**config.mk**
```make
export PLATFORM = sky130hd
export DESIGN_NAME = cache_control_flat
export DESIGN_NICKNAME = d
export VERILOG_FILES = /design/src/cache_pkg.sv /design/src/cache_ctrl_if.sv /design/src/cache_control.sv /design/src/flat_wrapper.sv
export SDC_FILE = /design/constraint.sdc
export NUM_CORES = 1
export LEC_CHECK = 0
export BUFFER_PORTS_ARGS = -buffer_cell sky130_fd_sc_hd__buf_2
export CORE_MARGIN = 8
export CORE_UTILIZATION = 28
export CTS_CLUSTER_DIAMETER = 40
export CTS_CLUSTER_SIZE = 14
export DETAILED_ROUTE_END_ITERATION = 6
export PLACE_DENSITY_LB_ADDON = 0.3
export SLEW_MARGIN = 5
export SYNTH_ARGS = -nofsm -noshare
export SYNTH_HDL_FRONTEND = slang
export SYNTH_SLANG_ARGS = --single-unit
```
**constraint.sdc**
```tcl
create_clock -name clk -period 1.3 [get_ports clk]
set_input_delay 0.26 -clock clk [delete_from_list [all_inputs] [get_ports clk]]
set_output_delay 0.26 -clock clk [all_outputs]
set_load 0.02 [all_outputs]
```
**src/cache_pkg.sv**
```systemverilog
// fixed geometry of 4 ways x 8 sets x 32-byte lines on a 32-bit byte address; mux literals are prefixed to stay unique
`default_nettype none

package cache_pkg;

    // address split is tag | index | offset
    localparam int ADDR_BITS   = 32;
    localparam int TAG_BITS    = 24;
    localparam int INDEX_BITS  = 3;
    localparam int OFFSET_BITS = 5;

    localparam int NUM_WAYS  = 4;
    localparam int WAY_BITS  = 2;
    localparam int NUM_SETS  = 8;
    localparam int LINE_BITS = 256;
    localparam int MBE_BITS  = 32;

    // tree bits per set, bit0 is the root
    localparam int LRU_BITS = 3;

    // controller states
    typedef enum logic [1:0] {
        hit_check,
        write_back,
        read_back
    } state_t;

    // source of the line written into the data array
    typedef enum logic {
        di_from_cpu,
        di_from_pmem
    } dimux_sel_t;

    // way driven onto the line output
    typedef enum logic [1:0] {
        do_way_0,
        do_way_1,
        do_way_2,
        do_way_3
    } domux_sel_t;

    // physical address source, a victim tag or the cpu tag
    typedef enum logic [2:0] {
        addr_way_0,
        addr_way_1,
        addr_way_2,
        addr_way_3,
        addr_from_cpu
    } addrmux_sel_t;

    // byte write pattern for one way
    typedef enum logic [1:0] {
        we_none,
        we_all,
        we_mbe
    } wemux_sel_t;

endpackage

`default_nettype wire

```
**src/cache_ctrl_if.sv**
```systemverilog
// control to datapath bundle; status bits always reflect the set indexed by the current cpu address
`timescale 1ns/1ps
`default_nettype none

interface cache_ctrl_if;

    // selects from the controller
    cache_pkg::dimux_sel_t   dimux_sel;
    cache_pkg::domux_sel_t   domux_sel;
    cache_pkg::addrmux_sel_t addrmux_sel;
    cache_pkg::wemux_sel_t   wemux_sel [cache_pkg::NUM_WAYS];

    // per-way loads and the values they store
    logic [cache_pkg::NUM_WAYS-1:0] tag_load;
    logic [cache_pkg::NUM_WAYS-1:0] valid_load;
    logic [cache_pkg::NUM_WAYS-1:0] valid_in;
    logic [cache_pkg::NUM_WAYS-1:0] dirty_load;
    logic [cache_pkg::NUM_WAYS-1:0] dirty_in;

    logic                           lru_load;
    logic [cache_pkg::WAY_BITS-1:0] lru_way;

    // status back from the arrays
    logic [cache_pkg::NUM_WAYS-1:0] hit;
    logic [cache_pkg::NUM_WAYS-1:0] valid;
    logic [cache_pkg::NUM_WAYS-1:0] dirty;
    logic [cache_pkg::LRU_BITS-1:0] lru;

    modport control (
        output dimux_sel, domux_sel, addrmux_sel, wemux_sel,
        output tag_load, valid_load, valid_in, dirty_load, dirty_in,
        output lru_load, lru_way,
        input  hit, valid, dirty, lru
    );

    modport datapath (
        input  dimux_sel, domux_sel, addrmux_sel, wemux_sel,
        input  tag_load, valid_load, valid_in, dirty_load, dirty_in,
        input  lru_load, lru_way,
        output hit, valid, dirty, lru
    );

endinterface

`default_nettype wire

```
**src/cache_control.sv**
```systemverilog
// blocking miss controller, one request at a time; cpu and pmem strobes must be held until their response pulse
`timescale 1ns/1ps
`default_nettype none

module cache_control (
    input  logic clk,
    input  logic rst,
    input  logic mem_read_i,
    input  logic mem_write_i,
    input  logic pmem_resp_i,
    output logic mem_resp_o,
    output logic pmem_read_o,
    output logic pmem_write_o,
    cache_ctrl_if.control ctrl
);

    cache_pkg::state_t state_q;
    cache_pkg::state_t state_d;

    logic [cache_pkg::WAY_BITS-1:0] hit_way;
    logic [cache_pkg::WAY_BITS-1:0] victim_way;
    logic                           req;

    assign req = mem_read_i | mem_write_i;

    // one-hot hit vector to way number
    always_comb begin
        hit_way = '0;
        for (int w = 0; w < cache_pkg::NUM_WAYS; w++) begin
            if (ctrl.hit[w]) begin
                hit_way = w[cache_pkg::WAY_BITS-1:0];
            end
        end
    end

    // root bit set walks the tree to the left pair
    always_comb begin
        if (ctrl.lru[0]) begin
            victim_way = ctrl.lru[1] ? 2'd0 : 2'd1;
        end else begin
            victim_way = ctrl.lru[2] ? 2'd2 : 2'd3;
        end
    end

    always_comb begin
        // idle defaults
        ctrl.dimux_sel   = cache_pkg::di_from_cpu;
        ctrl.domux_sel   = cache_pkg::do_way_0;
        ctrl.addrmux_sel = cache_pkg::addr_from_cpu;
        for (int w = 0; w < cache_pkg::NUM_WAYS; w++) begin
            ctrl.wemux_sel[w] = cache_pkg::we_none;
        end
        ctrl.tag_load   = '0;
        ctrl.valid_load = '0;
        ctrl.valid_in   = '0;
        ctrl.dirty_load = '0;
        ctrl.dirty_in   = '0;
        ctrl.lru_load   = 1'b0;
        ctrl.lru_way    = hit_way;
        mem_resp_o      = 1'b0;
        pmem_read_o     = 1'b0;
        pmem_write_o    = 1'b0;
        state_d         = state_q;

        case (state_q)
            cache_pkg::hit_check: begin
                if (req && (ctrl.hit != '0)) begin
                    mem_resp_o     = 1'b1;
                    ctrl.lru_load  = 1'b1;
                    ctrl.domux_sel = cache_pkg::domux_sel_t'(hit_way);
                    if (mem_write_i) begin
                        ctrl.dimux_sel           = cache_pkg::di_from_cpu;
                        ctrl.wemux_sel[hit_way]  = cache_pkg::we_mbe;
                        ctrl.dirty_load[hit_way] = 1'b1;
                        ctrl.dirty_in[hit_way]   = 1'b1;
                    end
                end else if (req) begin
                    // only a valid dirty victim needs writing out first
                    if (ctrl.valid[victim_way] && ctrl.dirty[victim_way]) begin
                        state_d = cache_pkg::write_back;
                    end else begin
                        state_d = cache_pkg::read_back;
                    end
                end
            end

            cache_pkg::write_back: begin
                pmem_write_o     = 1'b1;
                ctrl.domux_sel   = cache_pkg::domux_sel_t'(victim_way);
                ctrl.addrmux_sel = cache_pkg::addrmux_sel_t'({1'b0, victim_way});
                if (pmem_resp_i) begin
                    state_d = cache_pkg::read_back;
                end
            end

            cache_pkg::read_back: begin
                // line is rewritten every cycle and the response cycle leaves the right data
                pmem_read_o                 = 1'b1;
                ctrl.addrmux_sel            = cache_pkg::addr_from_cpu;
                ctrl.dimux_sel              = cache_pkg::di_from_pmem;
                ctrl.wemux_sel[victim_way]  = cache_pkg::we_all;
                ctrl.tag_load[victim_way]   = 1'b1;
                ctrl.valid_load[victim_way] = 1'b1;
                ctrl.valid_in[victim_way]   = 1'b1;
                ctrl.dirty_load[victim_way] = 1'b1;
                ctrl.dirty_in[victim_way]   = 1'b0;
                if (pmem_resp_i) begin
                    state_d = cache_pkg::hit_check;
                end
            end

            default: begin
                state_d = cache_pkg::hit_check;
            end
        endcase
    end

    always_ff @(posedge clk) begin
        if (rst) begin
            state_q <= cache_pkg::hit_check;
        end else begin
            state_q <= state_d;
        end
    end

endmodule

`default_nettype wire

```
**src/flat_wrapper.sv**
```systemverilog
// flat-port wrapper written by rule: the top's interface ports become plain ports
module cache_control_flat 
  (clk, rst, mem_read_i, mem_write_i, pmem_resp_i, mem_resp_o, pmem_read_o, pmem_write_o, ctrl_dimux_sel, ctrl_domux_sel, ctrl_addrmux_sel, ctrl_wemux_sel, ctrl_tag_load, ctrl_valid_load, ctrl_valid_in, ctrl_dirty_load, ctrl_dirty_in, ctrl_lru_load, ctrl_lru_way, ctrl_hit, ctrl_valid, ctrl_dirty, ctrl_lru);
  cache_ctrl_if ctrl_i ();
  input  logic clk;
  input  logic rst;
  input  logic mem_read_i;
  input  logic mem_write_i;
  input  logic pmem_resp_i;
  output logic mem_resp_o;
  output logic pmem_read_o;
  output logic pmem_write_o;
  output wire logic [$bits(ctrl_i.dimux_sel)-1:0] ctrl_dimux_sel;
  output wire logic [$bits(ctrl_i.domux_sel)-1:0] ctrl_domux_sel;
  output wire logic [$bits(ctrl_i.addrmux_sel)-1:0] ctrl_addrmux_sel;
  output wire logic [$bits(ctrl_i.wemux_sel)-1:0] ctrl_wemux_sel;
  output wire logic [$bits(ctrl_i.tag_load)-1:0] ctrl_tag_load;
  output wire logic [$bits(ctrl_i.valid_load)-1:0] ctrl_valid_load;
  output wire logic [$bits(ctrl_i.valid_in)-1:0] ctrl_valid_in;
  output wire logic [$bits(ctrl_i.dirty_load)-1:0] ctrl_dirty_load;
  output wire logic [$bits(ctrl_i.dirty_in)-1:0] ctrl_dirty_in;
  output wire logic [$bits(ctrl_i.lru_load)-1:0] ctrl_lru_load;
  output wire logic [$bits(ctrl_i.lru_way)-1:0] ctrl_lru_way;
  input wire logic [$bits(ctrl_i.hit)-1:0] ctrl_hit;
  input wire logic [$bits(ctrl_i.valid)-1:0] ctrl_valid;
  input wire logic [$bits(ctrl_i.dirty)-1:0] ctrl_dirty;
  input wire logic [$bits(ctrl_i.lru)-1:0] ctrl_lru;
  assign ctrl_dimux_sel = ctrl_i.dimux_sel;
  assign ctrl_domux_sel = ctrl_i.domux_sel;
  assign ctrl_addrmux_sel = ctrl_i.addrmux_sel;
  assign ctrl_wemux_sel = {>>{ctrl_i.wemux_sel}};
  assign ctrl_tag_load = ctrl_i.tag_load;
  assign ctrl_valid_load = ctrl_i.valid_load;
  assign ctrl_valid_in = ctrl_i.valid_in;
  assign ctrl_dirty_load = ctrl_i.dirty_load;
  assign ctrl_dirty_in = ctrl_i.dirty_in;
  assign ctrl_lru_load = ctrl_i.lru_load;
  assign ctrl_lru_way = ctrl_i.lru_way;
  assign ctrl_i.hit = ctrl_hit;
  assign ctrl_i.valid = ctrl_valid;
  assign ctrl_i.dirty = ctrl_dirty;
  assign ctrl_i.lru = ctrl_lru;
  cache_control u_core (.clk(clk), .rst(rst), .mem_read_i(mem_read_i), .mem_write_i(mem_write_i), .pmem_resp_i(pmem_resp_i), .mem_resp_o(mem_resp_o), .pmem_read_o(pmem_read_o), .pmem_write_o(pmem_write_o), .ctrl(ctrl_i));
endmodule
```
== After elaboration in Yosys (flattened, before gate mapping) ==
Index checks and enable logic that the tools add are counted.
Word-level totals
  register bits: 2
  word-level logic and storage cells: 66
Operators by class
  $lt $le $gt $ge: 8
  equal/unequal tests: 6
  multiplexer cells: 39
  bitwise gates (word level): 3
  reductions and logical operators: 9
Operators with widths (number)
  $mux 2: 11
  $mux 4: 4
  $mux 8: 2
  $pmux 8 s2: 1
  $mux 1: 11
  $demux 2 s2: 2
  $pmux 4 s2: 1
  $ge 3x3->1 const B: 2
  $logic_and 1x1->1: 6
  $lt 2x3->1 const B: 2
  $lt 3x1->1 const B: 2
  $ne 2x2->1 const B: 3
  $not 2->3: 2
  $pmux 2 s3: 1
  $bmux 1 s2: 2
  $demux 1 s2: 2
  $ge 2x1->1 const B: 2
  $pmux 2 s2: 1
  $reduce_and 4->1: 1
  $reduce_bool 4->1: 1
  $mux 3: 1
  $eq 2x1->1 const B: 1
  $eq 2x2->1 const B: 1
  $logic_not 2->1: 1
  2 further kinds: 2

== Longest topological paths before layout ==
Gate-level depths: netlist of run 1.
  depth in word-level cells: 11
  depth in mapped cells: 4
  mapped depth without buffers: 4

== Worst setup path before layout of run 1 ==
OpenSTA, ideal clock, no wires.
  path type: register to output
  start point: register u_core.state_q[0]
  end point: output ctrl_dirty_load[2]
  arrival time: 1.616 ns
  data required time: 1.040 ns
  slack: -0.576 ns
  cell stages (with the launch flop): 5
  buffers on the path: 1
  cell sequence: dfxtp_1 > nand2b_1 > buf_2 > nor3b_1 > or2_1
On the way
  word-level cells in the longest chain between the ends: 2
  elaborated cells on any way between the ends: 3
  those cells by class: eq/ne: 1; mux: 1; reduce/logical: 1
RTL lines
  from (decl): line cache_control.sv:17  | cache_pkg::state_t state_q;
  from (signal assigned): line cache_control.sv:120  | state_q <= cache_pkg::hit_check;
  from (signal assigned): line cache_control.sv:122  | state_q <= state_d;
  $eq 2x2->1 or $logic_not 2->1 (tied branches): line cache_control.sv:65  | case (state_q)
  $pmux 4 s2 (*): line cache_control.sv:65
  to (decl): line flat_wrapper.sv:20  | output wire logic [$bits(ctrl_i.dirty_load)-1:0] ctrl_dirty_load;
Mark *: on every way between the ends. The rest lies on a longest branch, timed or not.

== Worst setup path after layout of run 1 ==
  start point: register u_core.state_q[1]
  end point: output ctrl_domux_sel[0]
On the way
  word-level cells in the longest chain between the ends: 2
  elaborated cells on any way between the ends: 3
  those cells by class: eq/ne: 1; mux: 1; reduce/logical: 1
RTL lines
  $eq 2x1->1 or $logic_not 2->1 (tied branches): line cache_control.sv:65
  $pmux 2 s2 (*): line cache_control.sv:65
  to (decl): line flat_wrapper.sv:14  | output wire logic [$bits(ctrl_i.domux_sel)-1:0] ctrl_domux_sel;
Marked as above.

==> results.ini, run 1 <==
[outcome]
outcome = finished, violations left
violations = setup timing

[floorplanning]
start_util = 0.2891
dieArea_mm2 = 0.003310
die_w_um = 57.53
die_y_um = 57.53
core_mm2 = 0.001670
pin_count = 60
placementRows = 15

[power_and_ir_drop]
powerDensity_mw_per_mm2 = 435.4
power_uw = 542.0
leakage_uw = 0.0006324
ir_drop_mv = 0.5818

[yosys]
synth_area_um2 = 483.0
synth.most_common_cell = buf_4
postSynthCellCount = 66
synth-seq-cells = 2
synth-seq-area-share = 0.08290
syn_nets = 86
yosysWarnings = 0
ys_types = 31
async_reset_ff_frac = 0
synth_top_cell_by_area = buf_4
syn_avg_cell_area_um2 = 7.318
synth_common_cells = buf_4 (10), nor2_1 (5), nor3b_1 (5)
synth_edf_count = 0
synthFlopType = dfxtp_1
ys_top_cells_by_area = buf_4 (16%), dfxtp_1 (8.3%), nor3b_1 (7.8%)
yosys.area.top_type_share = 0.1554

[route]
vias = 756
dr.pass1.iters = 4
drc = 0
totalWireLength_um = 2575
ant_nets = 0
post_drt_wl_per_cell_um = 17.05
via_per_inst = 5.007
drtIter0Drc = 7

[sta]
holdWs_ns = 0.2514
setup_tns_ns = -7.419
post-route-period-util = 1.251
setup-violations-final = 37
setup_ws_ns = -0.3260
slew_headroom = 0.6953
fmaxAchievable_ghz = 0.6150
hold_viol = 0
rsz0062_at_grt = yes
final_max_slew_viol_count = 0
max_slew.worst_pin.slew_ns = 0.4533
layout_min_cycle_time_ns = 1.626
clock_skew_ns = 0.005901

[run]
maxCapViolCount = 0

[worst_setup_path]
worstPathMaxFanout = 4
startpoint_type = flop
critPathKind = flop to output pin
crit_path_end_kind = output pin
cp.arrival_ns = 1.37
timing.critical_path.required_ns = 1.04

[final_layout]
largestRegisters = u_core.state_q: 2 flops
nets = 156
area_growth_pct = 157.8
num_antenna_cells = 0
fillers = 122
drive_above_1_share = 0.8806
largest_register = u_core.state_q
largest_reg_flops = 2
ff_latch_area_um2 = 47.55
multi_input_area_um2 = 496.7
stdcell_area_mm2 = 0.001245

[cts]
ctsHoldBuffers = 0
htree_levels = 1
clk_latency_ns = 0.23
cts_tree = built
cts_buffer_depth = 2
cts_sinks = 2
root_buffer = clkbuf_4
cts_inserted_buffers = 3
cts.clk_slew.worst_paths_ns = 0.03

[grt]
grt_overflow = 0
grt.met3_usage = 0.04933
antenna_found_initial = 0
track_usage = 0.1236
grt_use_met1 = 0.09182
grt_pass1_vias = 729
busiest_layer = met2
grt_max_degree = 8
met2_usage = 0.2685
grt_pass1_wl_um = 3305

[placement]
gp_congestion = 0.7901
io_buffers = 59
hpwl_um = 1804
place_area_um2 = 904.6

[min_path]
hp-class = input pin to flop

-- per-stage QoR --
stage / setup WS [ns] / utilization / std cells
floorplan: -0.1507 / - / 66
CTS: -0.3179 / 0.6240 / 149
finish: -0.3260 / 0.7453 / 151
global route: -0.3814 / 0.7453 / 151
global placement: -0.09050 / 0.5416 / 145
detailed placement: -0.1163 / 0.5416 / 145
-- worst paths after layout --
check	start	depth (start not counted)	endpoint	slack [ns]
setup / recovery	u_core.state_q[1]	6	ctrl_domux_sel[0]	-0.33
hold / removal	rst	2	u_core.state_q[1]	0.25
setup reg to reg	u_core.state_q[1]	5	u_core.state_q[0]	0.10
hold reg to reg	u_core.state_q[0]	3	u_core.state_q[0]	0.69
-- final cells by class --
| type | count | area share |
|---|---|---|
| multi-input cells | 48 | 0.3990 |
| repair buffers | 77 | 0.5156 |
| clock buffers | 3 | 0.01809 |
| well taps | 17 | 0.01709 |
| inverters | 4 | 0.01206 |
| flip-flops and latches | 2 | 0.03819 |
-- per-layer routing --
metal / vias to the layer above / wire length (µm)
met5: - / 0
met2: 33 / 1579
li1: 362 / -
met3: 2 / 201
met4: 0 / 21
met1: 359 / 772
-- critical path, stage by stage, from the launching register on --
cell      delay [ns]
dfxtp_4         0.38
buf_6           0.11
nand2b_4        0.13
inv_2           0.05
and3_4          0.18
a21o_1          0.16
buf_6           0.13
-- cell usage in the layout, fill, tap and decap left out, drive strengths merged --
cell type	n
nor3	3
o21a	1
or2	4
nor3b	6
o21ai	2
o21bai	1
nand3	1
mux2	1
and3	5
o2111ai	1
and4b	2
nand2	3
clkbuf	3
dfxtp	2
nor4b	1
and2	1
nor4	1
nor2	6
buf	77
nand2b	3
o22ai	1
a21oi	1
o32ai	1
inv	4
a21o	3
-- timing repair --
item / 4_1_cts / 5_1_grt
pin swaps: 4 / 9
endpoints found under the setup margin: 38 / 38
buffers inserted: 1 / 2
gates resized for setup: 36 / 51
-- logic make-up (layout without fill, tap and decap cells) --
group,after synthesis,after routing,share of synthesized area
compound gates,11,11,0.1632
buf+inv,16,84,0.2046
flops,2,2,0.08290
mux,1,1,0.02331
simple gates,36,36,0.5259
-- where the power goes --
group	internal [µW]	leakage, µW	switching [µW]	total (µW)
clock	102	0.0000138	35.5	137
combinational	169	0.000601	172	341
sequential	60.7	0.0000177	3.05	63.7
total	331	0.000632	211	542
No activity file was read; power rests on OpenSTA's default activity.
==> run 2: changes to the inputs <==
CORE_MARGIN = unset   (was 8)
==> results.ini, run 2 (same netlist as run 1, synthesis figures left out) <==
[route]
post_drt_wl_per_cell_um = 16.59
dr.pass1.iters = 6
top_layer = met4
drtIter0Drc = 21
via_per_inst = 5.236
ant_nets = 0
totalWireLength_um = 2605
wl_met1_um = 939
route.met3.wl_um = 158
drc = 12
vias = 822
dr_wl_met2_um = 1455

[floorplanning]
dieArea_mm2 = 0.001895
placementRows = 14
start_util = 0.3098
die_y_um = 43.53
die_w_um = 43.53
core_mm2 = 0.001559
pin_count = 60

[sta]
fmaxAchievable_ghz = 0.5857
max_slew.worst_pin.slew_ns = 0.3223
clock_skew_ns = 0.001894
layout_min_cycle_time_ns = 1.707
hold_viol = 0
setup_ws_ns = -0.4073
slew_headroom = 0.7833
setup-violations-final = 38
final_max_slew_viol_count = 0
post-route-period-util = 1.313
rsz0062_at_grt = yes

[cts]
cts_sinks = 2
clk_latency_ns = 0.23
ctsHoldBuffers = 0
cts_buffer_depth = 2
root_buffer = clkbuf_4
cts_inserted_buffers = 3
htree_levels = 1
cts_tree = built
cts.clk_slew.worst_paths_ns = 0.03

[power_and_ir_drop]
p_sw_uw = 227.8
p_int_uw = 355.7
p_clk_frac = 0.249
power.share.combinational = 0.642
seq_power_share = 0.109
p_sw_frac = 0.3904
ir_drop_mv = 0.3808
powerDensity_mw_per_mm2 = 443.3
leakage_uw = 0.0006660

[final_layout]
final_common_cell = buf_6
num_antenna_cells = 0
largest_register = u_core.state_q
final_cell_mix = buf_6 (37), buf_4 (24), buf_2 (23)
fillers = 86
drive_above_1_share = 0.8865
nets = 163
area_growth_pct = 172.5
stdcell_area_mm2 = 0.001316
largest_reg_flops = 2
largestRegisters = u_core.state_q: 2 flops

[placement]
gp_congestion = 0.7500
pre_cts_ws_ns = -0.1434
place_area_um2 = 895.9
io_buffers = 59
hpwl_um = 1317

[run]
maxCapViolCount = 0

[grt]
grt_overflow = 0
grt_pass1_wl_um = 3187
track_usage = 0.2165
grt_pass1_vias = 754
antenna_found_initial = 0
grt_max_degree = 8

[worst_setup_path]
timing.critical_path.required_ns = 1.04
worstPathMaxFanout = 4
crit_path_end_kind = output pin
critPathKind = flop to output pin
startpoint_type = flop
cp.arrival_ns = 1.45

[min_path]
hp-class = input pin to flop

[outcome]
outcome = finished, violations left
violations = DRC, setup timing

-- run 2: final timing paths --
path                                         from                 end  slack [ns]  cells past startpoint
worst max-delay path            u_core.state_q[0]  ctrl_dirty_load[1]       -0.41                      5
worst min-delay path                          rst   u_core.state_q[1]        0.24                      2
worst max register to register  u_core.state_q[0]   u_core.state_q[1]        0.08                      4
worst min register to register  u_core.state_q[1]   u_core.state_q[1]        0.78                      3
-- run 2: worst max-delay path: stages, from the launching register on --
cell	delay [ns]
dfxtp_4	0.34
nand2b_4	0.14
buf_4	0.16
nor3b_4	0.28
or2_4	0.18
buf_6	0.11
-- run 2: metal layers --
| layer | vias up | track usage |
|---|---|---|
| met5 | - | 0 |
| met4 | 0 | 0.09375 |
| met3 | 8 | 0.01250 |
| met2 | 42 | 0.4000 |
| met1 | 396 | 0.2556 |
| li1 | 376 | - |
-- run 2: area by class of cell --
type | count | area (µm²) | share of cell area
clock buffers | 3 | 22.52 | 0.01711
inverters | 4 | 17.52 | 0.01331
multi-input cells | 48 | 496.7 | 0.3774
flip-flops and latches | 2 | 47.55 | 0.03612
well taps | 16 | 20.02 | 0.01521
repair buffers | 84 | 711.9 | 0.5409
-- run 2: what timing repair did --
item	4_1_cts	5_1_grt
endpoints found under the setup margin	38	38
buffers inserted	5	6
pin swaps	8	5
gates resized for setup	64	29
-- run 2: stage by stage --
stage	std cells	util	hold WS, ns	power (µW)	TNS [ns]
after global routing	157	0.8443	0.2415	617.6	-9.898
after floorplan	66	-	0.3236	224.2	-1.631
after CTS	151	0.7424	0.2349	525.8	-7.292
after detailed placement	143	0.5746	0.4749	329.7	-0.8872
after global placement	143	0.5746	0.4701	326.5	-0.6588
final	157	0.8443	0.2386	583.5	-8.248
-- run 2: power groups by stage --
stage	Sequential (µW)	Combinational, µW	Clock, µW
after CTS	63.2	318	145
after global routing	63.6	393	161
after detailed placement	66.6	263	0
after global placement	66.5	260	0
final	63.7	375	145
after floorplan	67.2	157	0
